## src/include/exec_defs.svh

```systemverilog
// Width, lane count and reorder window depth macros
// for the out-of-order execution back end

`ifndef EXEC_DEFS_SVH
`define EXEC_DEFS_SVH

// Operand and result width
`define EXEC_XLEN 32

// Identical execution lanes
`define EXEC_NR_LANES 3

// Reorder window depth, must stay a power of two
`define EXEC_NR_SB_ENTRIES 8

// Index width into the reorder window
`define EXEC_TRANS_ID_BITS 3

// Multiplier bits consumed per multiply step
`define EXEC_MUL_BITS 8

`endif
```

## src/logic/exec_pkg.sv

```systemverilog
// Shared vector types and enums of the execution back end

`default_nettype none

`include "exec_defs.svh"

package exec_pkg;

    // Operand or result word
    typedef logic [`EXEC_XLEN-1:0] xlen_t;

    // Reorder window entry index
    typedef logic [`EXEC_TRANS_ID_BITS-1:0] trans_id_t;

    // Destination register number
    typedef logic [4:0] reg_addr_t;

    // Lane index
    typedef logic [1:0] lane_sel_t;

    typedef enum logic [2:0] {
        OP_ADD,
        OP_SUB,
        OP_AND,
        OP_OR,
        OP_XOR,
        OP_SLL,
        OP_MUL
    } exec_op_e;

    // LANE_ALU also marks the cycle a result is presented
    typedef enum logic [1:0] {
        LANE_IDLE,
        LANE_ALU,
        LANE_MUL
    } lane_state_e;

endpackage

`default_nettype wire

```

## src/logic/exec_rob_if.sv

```systemverilog
// Allocation and retire events between issue and commit

`default_nettype none

interface exec_rob_if;

    // New entry written at the tail
    logic                 alloc_valid;
    exec_pkg::trans_id_t  alloc_id;
    exec_pkg::reg_addr_t  alloc_rd;

    // One pulse per retired entry
    logic                 retire;

    modport issue (output alloc_valid, alloc_id, alloc_rd, input retire);

    modport commit (input alloc_valid, alloc_id, alloc_rd, output retire);

endinterface

`default_nettype wire

```

## src/logic/exec_lane_if.sv

```systemverilog
// Dispatch and writeback bundle of one execution lane

`default_nettype none

interface exec_lane_if;

    // Dispatch from the issue unit
    logic                 disp_valid;
    exec_pkg::exec_op_e   disp_op;
    exec_pkg::xlen_t      disp_a;
    exec_pkg::xlen_t      disp_b;
    exec_pkg::trans_id_t  disp_id;

    // Lane status and writeback
    logic                 busy;
    logic                 wb_valid;
    exec_pkg::trans_id_t  wb_id;
    exec_pkg::xlen_t      wb_data;

    modport issue (output disp_valid, disp_op, disp_a, disp_b, disp_id, input busy);

    modport lane (
        input  disp_valid, disp_op, disp_a, disp_b, disp_id,
        output busy, wb_valid, wb_id, wb_data
    );

    modport commit (input wb_valid, wb_id, wb_data);

endinterface

`default_nettype wire

```

## src/logic/exec_core.sv

```systemverilog
// Top level of the execution back end: fetch-enable register,
// issue unit, execution lanes and commit unit

`default_nettype none

`include "exec_defs.svh"

module exec_core (
    input  wire logic                 clk_i,
    input  wire logic                 rst_ni,
    input  wire logic                 fetch_enable_i,
    // Operation stream
    input  wire logic                 in_valid_i,
    input  wire exec_pkg::exec_op_e   in_op_i,
    input  wire exec_pkg::xlen_t      in_a_i,
    input  wire exec_pkg::xlen_t      in_b_i,
    input  wire exec_pkg::reg_addr_t  in_rd_i,
    output logic                      in_ready_o,
    // Retired results
    output logic                      commit_valid_o,
    output exec_pkg::reg_addr_t       commit_rd_o,
    output exec_pkg::xlen_t           commit_data_o,
    output logic                      core_busy_o
);

    logic fetch_enable;

    exec_lane_if lane_bus [`EXEC_NR_LANES] ();
    exec_rob_if  rob_bus ();

    // ------------------------------------------------------------
    // Issue
    // ------------------------------------------------------------
    issue_unit i_issue_unit (
        .clk_i          ( clk_i          ),
        .rst_ni         ( rst_ni         ),
        .fetch_enable_i ( fetch_enable   ),
        .in_valid_i     ( in_valid_i     ),
        .in_op_i        ( in_op_i        ),
        .in_a_i         ( in_a_i         ),
        .in_b_i         ( in_b_i         ),
        .in_rd_i        ( in_rd_i        ),
        .in_ready_o     ( in_ready_o     ),
        .core_busy_o    ( core_busy_o    ),
        .lanes          ( lane_bus       ),
        .rob            ( rob_bus        )
    );

    // ------------------------------------------------------------
    // Execution lanes
    // ------------------------------------------------------------
    for (genvar g = 0; g < `EXEC_NR_LANES; g++) begin : gen_lane
        exec_lane i_exec_lane (
            .clk_i  ( clk_i       ),
            .rst_ni ( rst_ni      ),
            .lane   ( lane_bus[g] )
        );
    end

    // ------------------------------------------------------------
    // Commit
    // ------------------------------------------------------------
    commit_unit i_commit_unit (
        .clk_i          ( clk_i          ),
        .rst_ni         ( rst_ni         ),
        .lanes          ( lane_bus       ),
        .rob            ( rob_bus        ),
        .commit_valid_o ( commit_valid_o ),
        .commit_rd_o    ( commit_rd_o    ),
        .commit_data_o  ( commit_data_o  )
    );

    // Fetch enable takes effect one cycle late
    always_ff @(posedge clk_i or negedge rst_ni) begin
        if (!rst_ni) begin
            fetch_enable <= 1'b0;
        end else begin
            fetch_enable <= fetch_enable_i;
        end
    end

endmodule

`default_nettype wire

```

## src/logic/commit_unit.sv

```systemverilog
// Commit unit: reorder buffer that collects lane results
// and retires them in issue order, one per cycle

`default_nettype none

`include "exec_defs.svh"

module commit_unit (
    input  wire logic     clk_i,
    input  wire logic     rst_ni,
    exec_lane_if.commit   lanes [`EXEC_NR_LANES],
    exec_rob_if.commit    rob,
    output logic                 commit_valid_o,
    output exec_pkg::reg_addr_t  commit_rd_o,
    output exec_pkg::xlen_t      commit_data_o
);

    // Writeback ports gathered into plain arrays
    logic                      wb_valid [`EXEC_NR_LANES];
    exec_pkg::trans_id_t       wb_id    [`EXEC_NR_LANES];
    exec_pkg::xlen_t           wb_data  [`EXEC_NR_LANES];

    // Reorder buffer
    logic [`EXEC_NR_SB_ENTRIES-1:0] done_q;
    exec_pkg::reg_addr_t       rd_q   [`EXEC_NR_SB_ENTRIES];
    exec_pkg::xlen_t           data_q [`EXEC_NR_SB_ENTRIES];

    exec_pkg::trans_id_t       head_q;
    logic                      retire_en;

    logic                      commit_valid_q;
    exec_pkg::reg_addr_t       commit_rd_q;
    exec_pkg::xlen_t           commit_data_q;

    for (genvar g = 0; g < `EXEC_NR_LANES; g++) begin : gen_wb
        assign wb_valid[g] = lanes[g].wb_valid;
        assign wb_id[g]    = lanes[g].wb_id;
        assign wb_data[g]  = lanes[g].wb_data;
    end

    // Oldest entry leaves as soon as its result is in
    assign retire_en = done_q[head_q];

    assign commit_valid_o = commit_valid_q;
    assign commit_rd_o    = commit_rd_q;
    assign commit_data_o  = commit_data_q;

    // Window slot is released with the visible commit
    assign rob.retire = commit_valid_q;

    // ------------------------------------------------------------
    // Done flags, head pointer and commit strobe
    // ------------------------------------------------------------
    always_ff @(posedge clk_i or negedge rst_ni) begin
        if (!rst_ni) begin
            done_q         <= '0;
            head_q         <= '0;
            commit_valid_q <= 1'b0;
        end else begin
            for (int l = 0; l < `EXEC_NR_LANES; l++) begin
                if (wb_valid[l]) begin
                    done_q[wb_id[l]] <= 1'b1;
                end
            end
            // Head never collides with a pending writeback
            if (retire_en) begin
                done_q[head_q] <= 1'b0;
                head_q         <= head_q + 1'b1;
            end
            commit_valid_q <= retire_en;
        end
    end

    // ------------------------------------------------------------
    // Entry payload and commit data
    // ------------------------------------------------------------
    always_ff @(posedge clk_i) begin
        if (rob.alloc_valid) begin
            rd_q[rob.alloc_id] <= rob.alloc_rd;
        end
        for (int l = 0; l < `EXEC_NR_LANES; l++) begin
            if (wb_valid[l]) begin
                data_q[wb_id[l]] <= wb_data[l];
            end
        end
        if (retire_en) begin
            commit_rd_q   <= rd_q[head_q];
            commit_data_q <= data_q[head_q];
        end
    end

endmodule

`default_nettype wire

```

## src/logic/exec_lane.sv

```systemverilog
// Execution lane with a single-cycle ALU and an
// iterative shift-and-add multiplier

`default_nettype none

`include "exec_defs.svh"

module exec_lane (
    input  wire logic  clk_i,
    input  wire logic  rst_ni,
    exec_lane_if.lane  lane
);

    localparam int unsigned MUL_STEPS = `EXEC_XLEN / `EXEC_MUL_BITS;
    localparam int unsigned STEP_W    = $clog2(MUL_STEPS);
    localparam int unsigned SHAMT_W   = $clog2(`EXEC_XLEN);
    localparam logic [STEP_W-1:0] LAST_STEP = STEP_W'(MUL_STEPS - 1);

    exec_pkg::lane_state_e state_q, state_d;
    logic [STEP_W-1:0]     step_q;
    logic                  dispatch;

    exec_pkg::trans_id_t   id_q;
    exec_pkg::xlen_t       res_q;
    exec_pkg::xlen_t       mcand_q;
    exec_pkg::xlen_t       mplier_q;

    function automatic exec_pkg::xlen_t alu_result(exec_pkg::exec_op_e op,
                                                   exec_pkg::xlen_t a,
                                                   exec_pkg::xlen_t b);
        case (op)
            exec_pkg::OP_ADD: return a + b;
            exec_pkg::OP_SUB: return a - b;
            exec_pkg::OP_AND: return a & b;
            exec_pkg::OP_OR:  return a | b;
            exec_pkg::OP_XOR: return a ^ b;
            exec_pkg::OP_SLL: return a << b[SHAMT_W-1:0];
            default:          return '0;
        endcase
    endfunction

    // Partial product of one multiplier chunk, low bits only
    function automatic exec_pkg::xlen_t mul_step(exec_pkg::xlen_t mcand,
                                                 logic [`EXEC_MUL_BITS-1:0] bits);
        exec_pkg::xlen_t sum;
        sum = '0;
        for (int i = 0; i < `EXEC_MUL_BITS; i++) begin
            if (bits[i]) begin
                sum = sum + (mcand << i);
            end
        end
        return sum;
    endfunction

    assign dispatch = lane.disp_valid && !lane.busy;

    assign lane.busy     = (state_q == exec_pkg::LANE_MUL);
    assign lane.wb_valid = (state_q == exec_pkg::LANE_ALU);
    assign lane.wb_id    = id_q;
    assign lane.wb_data  = res_q;

    // ------------------------------------------------------------
    // Lane FSM
    // ------------------------------------------------------------
    always_comb begin
        state_d = state_q;
        case (state_q)
            exec_pkg::LANE_IDLE, exec_pkg::LANE_ALU: begin
                if (dispatch) begin
                    state_d = (lane.disp_op == exec_pkg::OP_MUL) ? exec_pkg::LANE_MUL
                                                                 : exec_pkg::LANE_ALU;
                end else begin
                    state_d = exec_pkg::LANE_IDLE;
                end
            end
            // Product is ready after the last step
            exec_pkg::LANE_MUL: begin
                if (step_q == LAST_STEP) begin
                    state_d = exec_pkg::LANE_ALU;
                end
            end
            default: state_d = exec_pkg::LANE_IDLE;
        endcase
    end

    always_ff @(posedge clk_i or negedge rst_ni) begin
        if (!rst_ni) begin
            state_q <= exec_pkg::LANE_IDLE;
            step_q  <= '0;
        end else begin
            state_q <= state_d;
            if (dispatch) begin
                step_q <= '0;
            end else if (state_q == exec_pkg::LANE_MUL) begin
                step_q <= step_q + 1'b1;
            end
        end
    end

    // ------------------------------------------------------------
    // Datapath
    // ------------------------------------------------------------
    always_ff @(posedge clk_i) begin
        if (dispatch) begin
            id_q <= lane.disp_id;
            if (lane.disp_op == exec_pkg::OP_MUL) begin
                res_q    <= '0;
                mcand_q  <= lane.disp_a;
                mplier_q <= lane.disp_b;
            end else begin
                res_q <= alu_result(lane.disp_op, lane.disp_a, lane.disp_b);
            end
        end else if (state_q == exec_pkg::LANE_MUL) begin
            // Consume the low multiplier chunk
            res_q    <= res_q + mul_step(mcand_q, mplier_q[`EXEC_MUL_BITS-1:0]);
            mcand_q  <= mcand_q << `EXEC_MUL_BITS;
            mplier_q <= mplier_q >> `EXEC_MUL_BITS;
        end
    end

endmodule

`default_nettype wire

```

## src/logic/issue_unit.sv

```systemverilog
// Issue unit: accepts operations, allocates reorder ids
// and dispatches to the lowest free lane

`default_nettype none

`include "exec_defs.svh"

module issue_unit (
    input  wire logic                 clk_i,
    input  wire logic                 rst_ni,
    input  wire logic                 fetch_enable_i,
    input  wire logic                 in_valid_i,
    input  wire exec_pkg::exec_op_e   in_op_i,
    input  wire exec_pkg::xlen_t      in_a_i,
    input  wire exec_pkg::xlen_t      in_b_i,
    input  wire exec_pkg::reg_addr_t  in_rd_i,
    output logic                      in_ready_o,
    output logic                      core_busy_o,
    exec_lane_if.issue                lanes [`EXEC_NR_LANES],
    exec_rob_if.issue                 rob
);

    localparam int unsigned CNT_W = `EXEC_TRANS_ID_BITS + 1;
    localparam logic [CNT_W-1:0] WIN_DEPTH = CNT_W'(`EXEC_NR_SB_ENTRIES);

    logic [`EXEC_NR_LANES-1:0] lane_busy;
    logic                      free_found;
    exec_pkg::lane_sel_t       free_sel;
    logic                      accept;

    exec_pkg::trans_id_t       tail_q;
    logic [CNT_W-1:0]          count_q;

    // ------------------------------------------------------------
    // Lane selection
    // ------------------------------------------------------------
    // Scan downwards so the lowest free lane wins
    always_comb begin
        free_found = 1'b0;
        free_sel   = '0;
        for (int i = `EXEC_NR_LANES - 1; i >= 0; i--) begin
            if (!lane_busy[i]) begin
                free_found = 1'b1;
                free_sel   = exec_pkg::lane_sel_t'(i);
            end
        end
    end

    assign in_ready_o  = fetch_enable_i && (count_q < WIN_DEPTH) && free_found;
    assign accept      = in_valid_i && in_ready_o;
    assign core_busy_o = (count_q != '0);

    // ------------------------------------------------------------
    // Dispatch to the lanes
    // ------------------------------------------------------------
    for (genvar g = 0; g < `EXEC_NR_LANES; g++) begin : gen_disp
        assign lane_busy[g]        = lanes[g].busy;
        assign lanes[g].disp_valid = accept && (free_sel == exec_pkg::lane_sel_t'(g));
        assign lanes[g].disp_op    = in_op_i;
        assign lanes[g].disp_a     = in_a_i;
        assign lanes[g].disp_b     = in_b_i;
        assign lanes[g].disp_id    = tail_q;
    end

    // Reorder entry takes rd at the same edge as the dispatch
    assign rob.alloc_valid = accept;
    assign rob.alloc_id    = tail_q;
    assign rob.alloc_rd    = in_rd_i;

    // ------------------------------------------------------------
    // Tail pointer and window occupancy
    // ------------------------------------------------------------
    always_ff @(posedge clk_i or negedge rst_ni) begin
        if (!rst_ni) begin
            tail_q  <= '0;
            count_q <= '0;
        end else begin
            if (accept) begin
                tail_q <= tail_q + 1'b1;
            end
            // Accept and retire in one cycle cancel out
            case ({accept, rob.retire})
                2'b10:   count_q <= count_q + 1'b1;
                2'b01:   count_q <= count_q - 1'b1;
                default: count_q <= count_q;
            endcase
        end
    end

endmodule

`default_nettype wire

```

## config.mk

```make
export PLATFORM = sky130hd
export DESIGN_NAME = exec_core
export DESIGN_NICKNAME = d
export VERILOG_FILES = /design/src/logic/exec_pkg.sv /design/src/logic/exec_rob_if.sv /design/src/logic/exec_lane_if.sv /design/src/logic/exec_core.sv /design/src/logic/commit_unit.sv /design/src/logic/exec_lane.sv /design/src/logic/issue_unit.sv
export VERILOG_INCLUDE_DIRS = /design/src /design/src/include
export SDC_FILE = /design/constraint.sdc
export NUM_CORES = 2
export LEC_CHECK = 0
export BUFFER_PORTS_ARGS = -buffer_cell sky130_fd_sc_hd__buf_2
export CAP_MARGIN = 20
export CELL_PAD_IN_SITES_DETAIL_PLACEMENT = 0
export CELL_PAD_IN_SITES_GLOBAL_PLACEMENT = 1
export CORE_MARGIN = 1.5
export CORE_UTILIZATION = 31
export DETAILED_ROUTE_END_ITERATION = 8
export PLACE_DENSITY = 0.59
export SLEW_MARGIN = 20
export SYNTH_ARGS = -nofsm -noshare
export SYNTH_HDL_FRONTEND = slang
export SYNTH_HIERARCHICAL = 1
export SYNTH_SLANG_ARGS = --single-unit
```

## constraint.sdc

```tcl
create_clock -name clk_i -period 43.2 [get_ports clk_i]
set_clock_uncertainty 0.15 [all_clocks]
set_input_delay 6.48 -clock clk_i [delete_from_list [all_inputs] [get_ports clk_i]]
set_output_delay 6.48 -clock clk_i [all_outputs]
set_load 0.02 [all_outputs]
```

==> flow_summary.yaml <==
die:
  ios: 116
  fp.dieW_um: 544
  die_y_um: 544
  rows: 198
  die-area_mm2: 0.296
  coreArea_mm2: 0.291
  initial_core_util_pct: 31.2
global_routing:
  antenna_found_initial: 12
  global_route.usage.total_pct: 24.5
  grt.overflow.total: 0
  grt_pass1_vias: 81413
  grt_max_degree: 82
  grt_first_pass_wirelength_um: 544000
power_and_ir_drop:
  leakagePower_uw: 0.0408
  vdd_drop_max_uv: 171
  power_density_mw_per_mm2: 106
clocking:
  cts_resized: 0
  htreeDepth: 3
  cts_tree: "done"
  cts_setup_buffers: 0
  clock-sinks: 662
  cts.clk_slew.worst_paths_ns: 0.06
  cts_root_buf: "clkbuf_16"
  cts_buffers: 82
  ctsHoldBuffers: 0
  clock_path_buffers: 3
  insertion_delay_ns: 0.79
placement:
  dp_hpwl_um: 284000
  place.gp.congestion: 0.944
  io_buffers: 115
  place_area_mm2: 0.0938
timing:
  setup-tns-final_ns: 0
  hold_viol_final: 0
  rsz0062_at_grt: "false"
  fmax_mhz: 61.8
  slew_violations: 0
  period_minus_slack_ns: 16.17
  setup_viol: 0
  tightest_slew_ns: 1.14
  relSlewSlack_pct: 23.8
  post-route-period-util_pct: 37.4
logic_synthesis:
  yosys_most_used_dff: "edfxtp_1"
  synthesis.nets: 12212
  ys.warnings.count: 6
  synth-async-reset-ratio_pct: 4.83
  synth_seq_cells: 662
  ys_seq_area_share_pct: 21.7
  syn_area_mm2: 0.0907
  synth_edf_count: 630
  syn_avg_cell_area_um2: 8.16
  synth_top_area_share_pct: 20.9
  yosysTopAreaCell: "edfxtp_1"
  syn_inst: 11114
  ys_types: 120
  synth_area_leaders: "edfxtp_1, ha_1, a21oi_1, nand2_1, xnor2_1"
cells_and_area:
  stdcell_area_mm2: 0.0965
  drive_gt1_share_pct: 8.48
  final_nets: 11809
  layout_common_cells: "nand2_1, a21oi_1, ha_1"
  area_delta_synth_final_pct: 6.37
  final_common_cell: "nand2_1"
  fin_util_pct: 33.1
worst_setup_path:
  start_kind: "flip-flop"
  critPathArrivalTime_ns: 16.46
  cp.required_ns: 43.49
  cpPeakStageDelay_ns: 0.82
  worst_path_most_repeated_cell: "a21oi_1"
  crit_buf_inv: 2
  cp.depth: 70
  cp_slowest_cell: "edfxtp_1"
  endpoint_kind: "flip-flop"
  cp_top_family: "compound AO/OA/AOI/OAI gates"
  reg2reg_depth: 70
  crit_fanout: 44
  critPathKind: "flip-flop to flip-flop"
worst_hold_path:
  min_path_cells: 1
  min_path_type: "flip-flop to flip-flop"
job:
  cap_viol_max_count: 0
routing:
  drc_errors: 0
  via_count: 84141
  ant_nets: 0
  wl_um: 375000
  wl_per_cell_um: 25.6
  drt-initial-drc-count: 6854
  drt_first_pass_iters: 9
  viasPerCell: 5.73
run_status:
  status: "finished, final reports clean"
-- metrics by stage --
stage,cells,hold slack (ns),setup WS (ns),power [µW]
2_1_floorplan,11114,0.307,29.44,7560
3_3_place_gp,14526,0.321,27.07,9240
3_5_place_dp,14526,0.327,27.18,9380
4_1_cts,14673,0.334,27.03,10200
5_1_grt,14675,0.344,25.64,11100
6_report,14680,0.329,27.03,10200
-- cells by family after synthesis --
logic type / after synthesis / synth area share, %
mux: 739 / 9.98
simple gates: 3046 / 15.3
compound gates: 3553 / 24.8
xor+xnor: 697 / 6.85
flops: 662 / 21.7
buf+inv: 1394 / 6.96
fa+ha+maj: 1023 / 14.3
-- worst paths after layout --
| path | slack [ns] | from | endpoint |
|---|---|---|---|
| setup / recovery | 27.03 | gen_lane[1].i_exec_lane/mplier_q[0] | gen_lane[1].i_exec_lane/lane.wb_data[31] |
| hold / removal | 0.33 | gen_lane[1].i_exec_lane/step_q[0] | gen_lane[1].i_exec_lane/step_q[0] |
| setup reg to reg | 27.03 | gen_lane[1].i_exec_lane/mplier_q[0] | gen_lane[1].i_exec_lane/lane.wb_data[31] |
| hold reg to reg | 0.33 | gen_lane[1].i_exec_lane/step_q[0] | gen_lane[1].i_exec_lane/step_q[0] |
| max in group asynchronous | 36.41 | rst_ni | i_commit_unit/head_q[0] |
| min in group asynchronous | 5.76 | rst_ni | gen_lane[1].i_exec_lane/step_q[1] |
-- registers in the layout (all words and copies together), names as in the netlist, 8 cells and up --
name,cells
i_commit_unit/commit_data_o,32
i_commit_unit/data_q,256
i_commit_unit/done_q,8
gen_lane.i_exec_lane/mcand_q,96
gen_lane.i_exec_lane/lane.wb_id,9
gen_lane.i_exec_lane/mplier_q,96
i_commit_unit/rd_q,40
gen_lane.i_exec_lane/lane.wb_data,96
-- Yosys cell counts (49+ instances only) --
master and n:
o31ai_1 73, o21bai_1 95, xor2_1 231, o21a_1 148
and3_1 64, nand2_1 1177, buf_4 233, nor3_1 125
o211ai_1 67, mux2i_1 398, o21ai_0 751, or3_1 49
buf_1 61, a21o_1 352, nand2b_1 128, edfxtp_1 630
o22ai_1 103, a21oi_1 1005, o21ai_1 172, nand4_1 79
nor2b_1 99, and2_1 106, mux2_2 225, clkbuf_1 452
inv_1 564, a211oi_1 138, nand3_1 154, ha_1 995
mux4_2 106, nor2_1 868, xnor2_1 458, a31oi_1 117
-- routing by layer --
metal / part of all wire [%] / routed length (µm) / track usage [%]
met1: 44 / 164000 / 31.7
met5: 0.0064 / 24 / 0
met2: 46 / 173000 / 41.1
met4: 4.7 / 17500 / 10.6
met3: 5.4 / 20100 / 2.50
-- where the power goes --
| part | internal (µW) | switching [µW] | leakage (µW) |
|---|---|---|---|
| clock | 398 | 311 | 0.00131 |
| sequential | 1010 | 181 | 0.00612 |
| combinational | 3670 | 4650 | 0.0333 |
-- area by class of cell --
cell class	count	area [µm²]
antenna	6	15.0
clock buffer	95	2110
clock inverter	52	587
fill	30526	195000
inverter	581	2180
multi-input combinational	9058	64800
sequential	662	19700
tap	3900	4880
timing repair buffer	326	2170
Power figures use the tool's default switching activity.
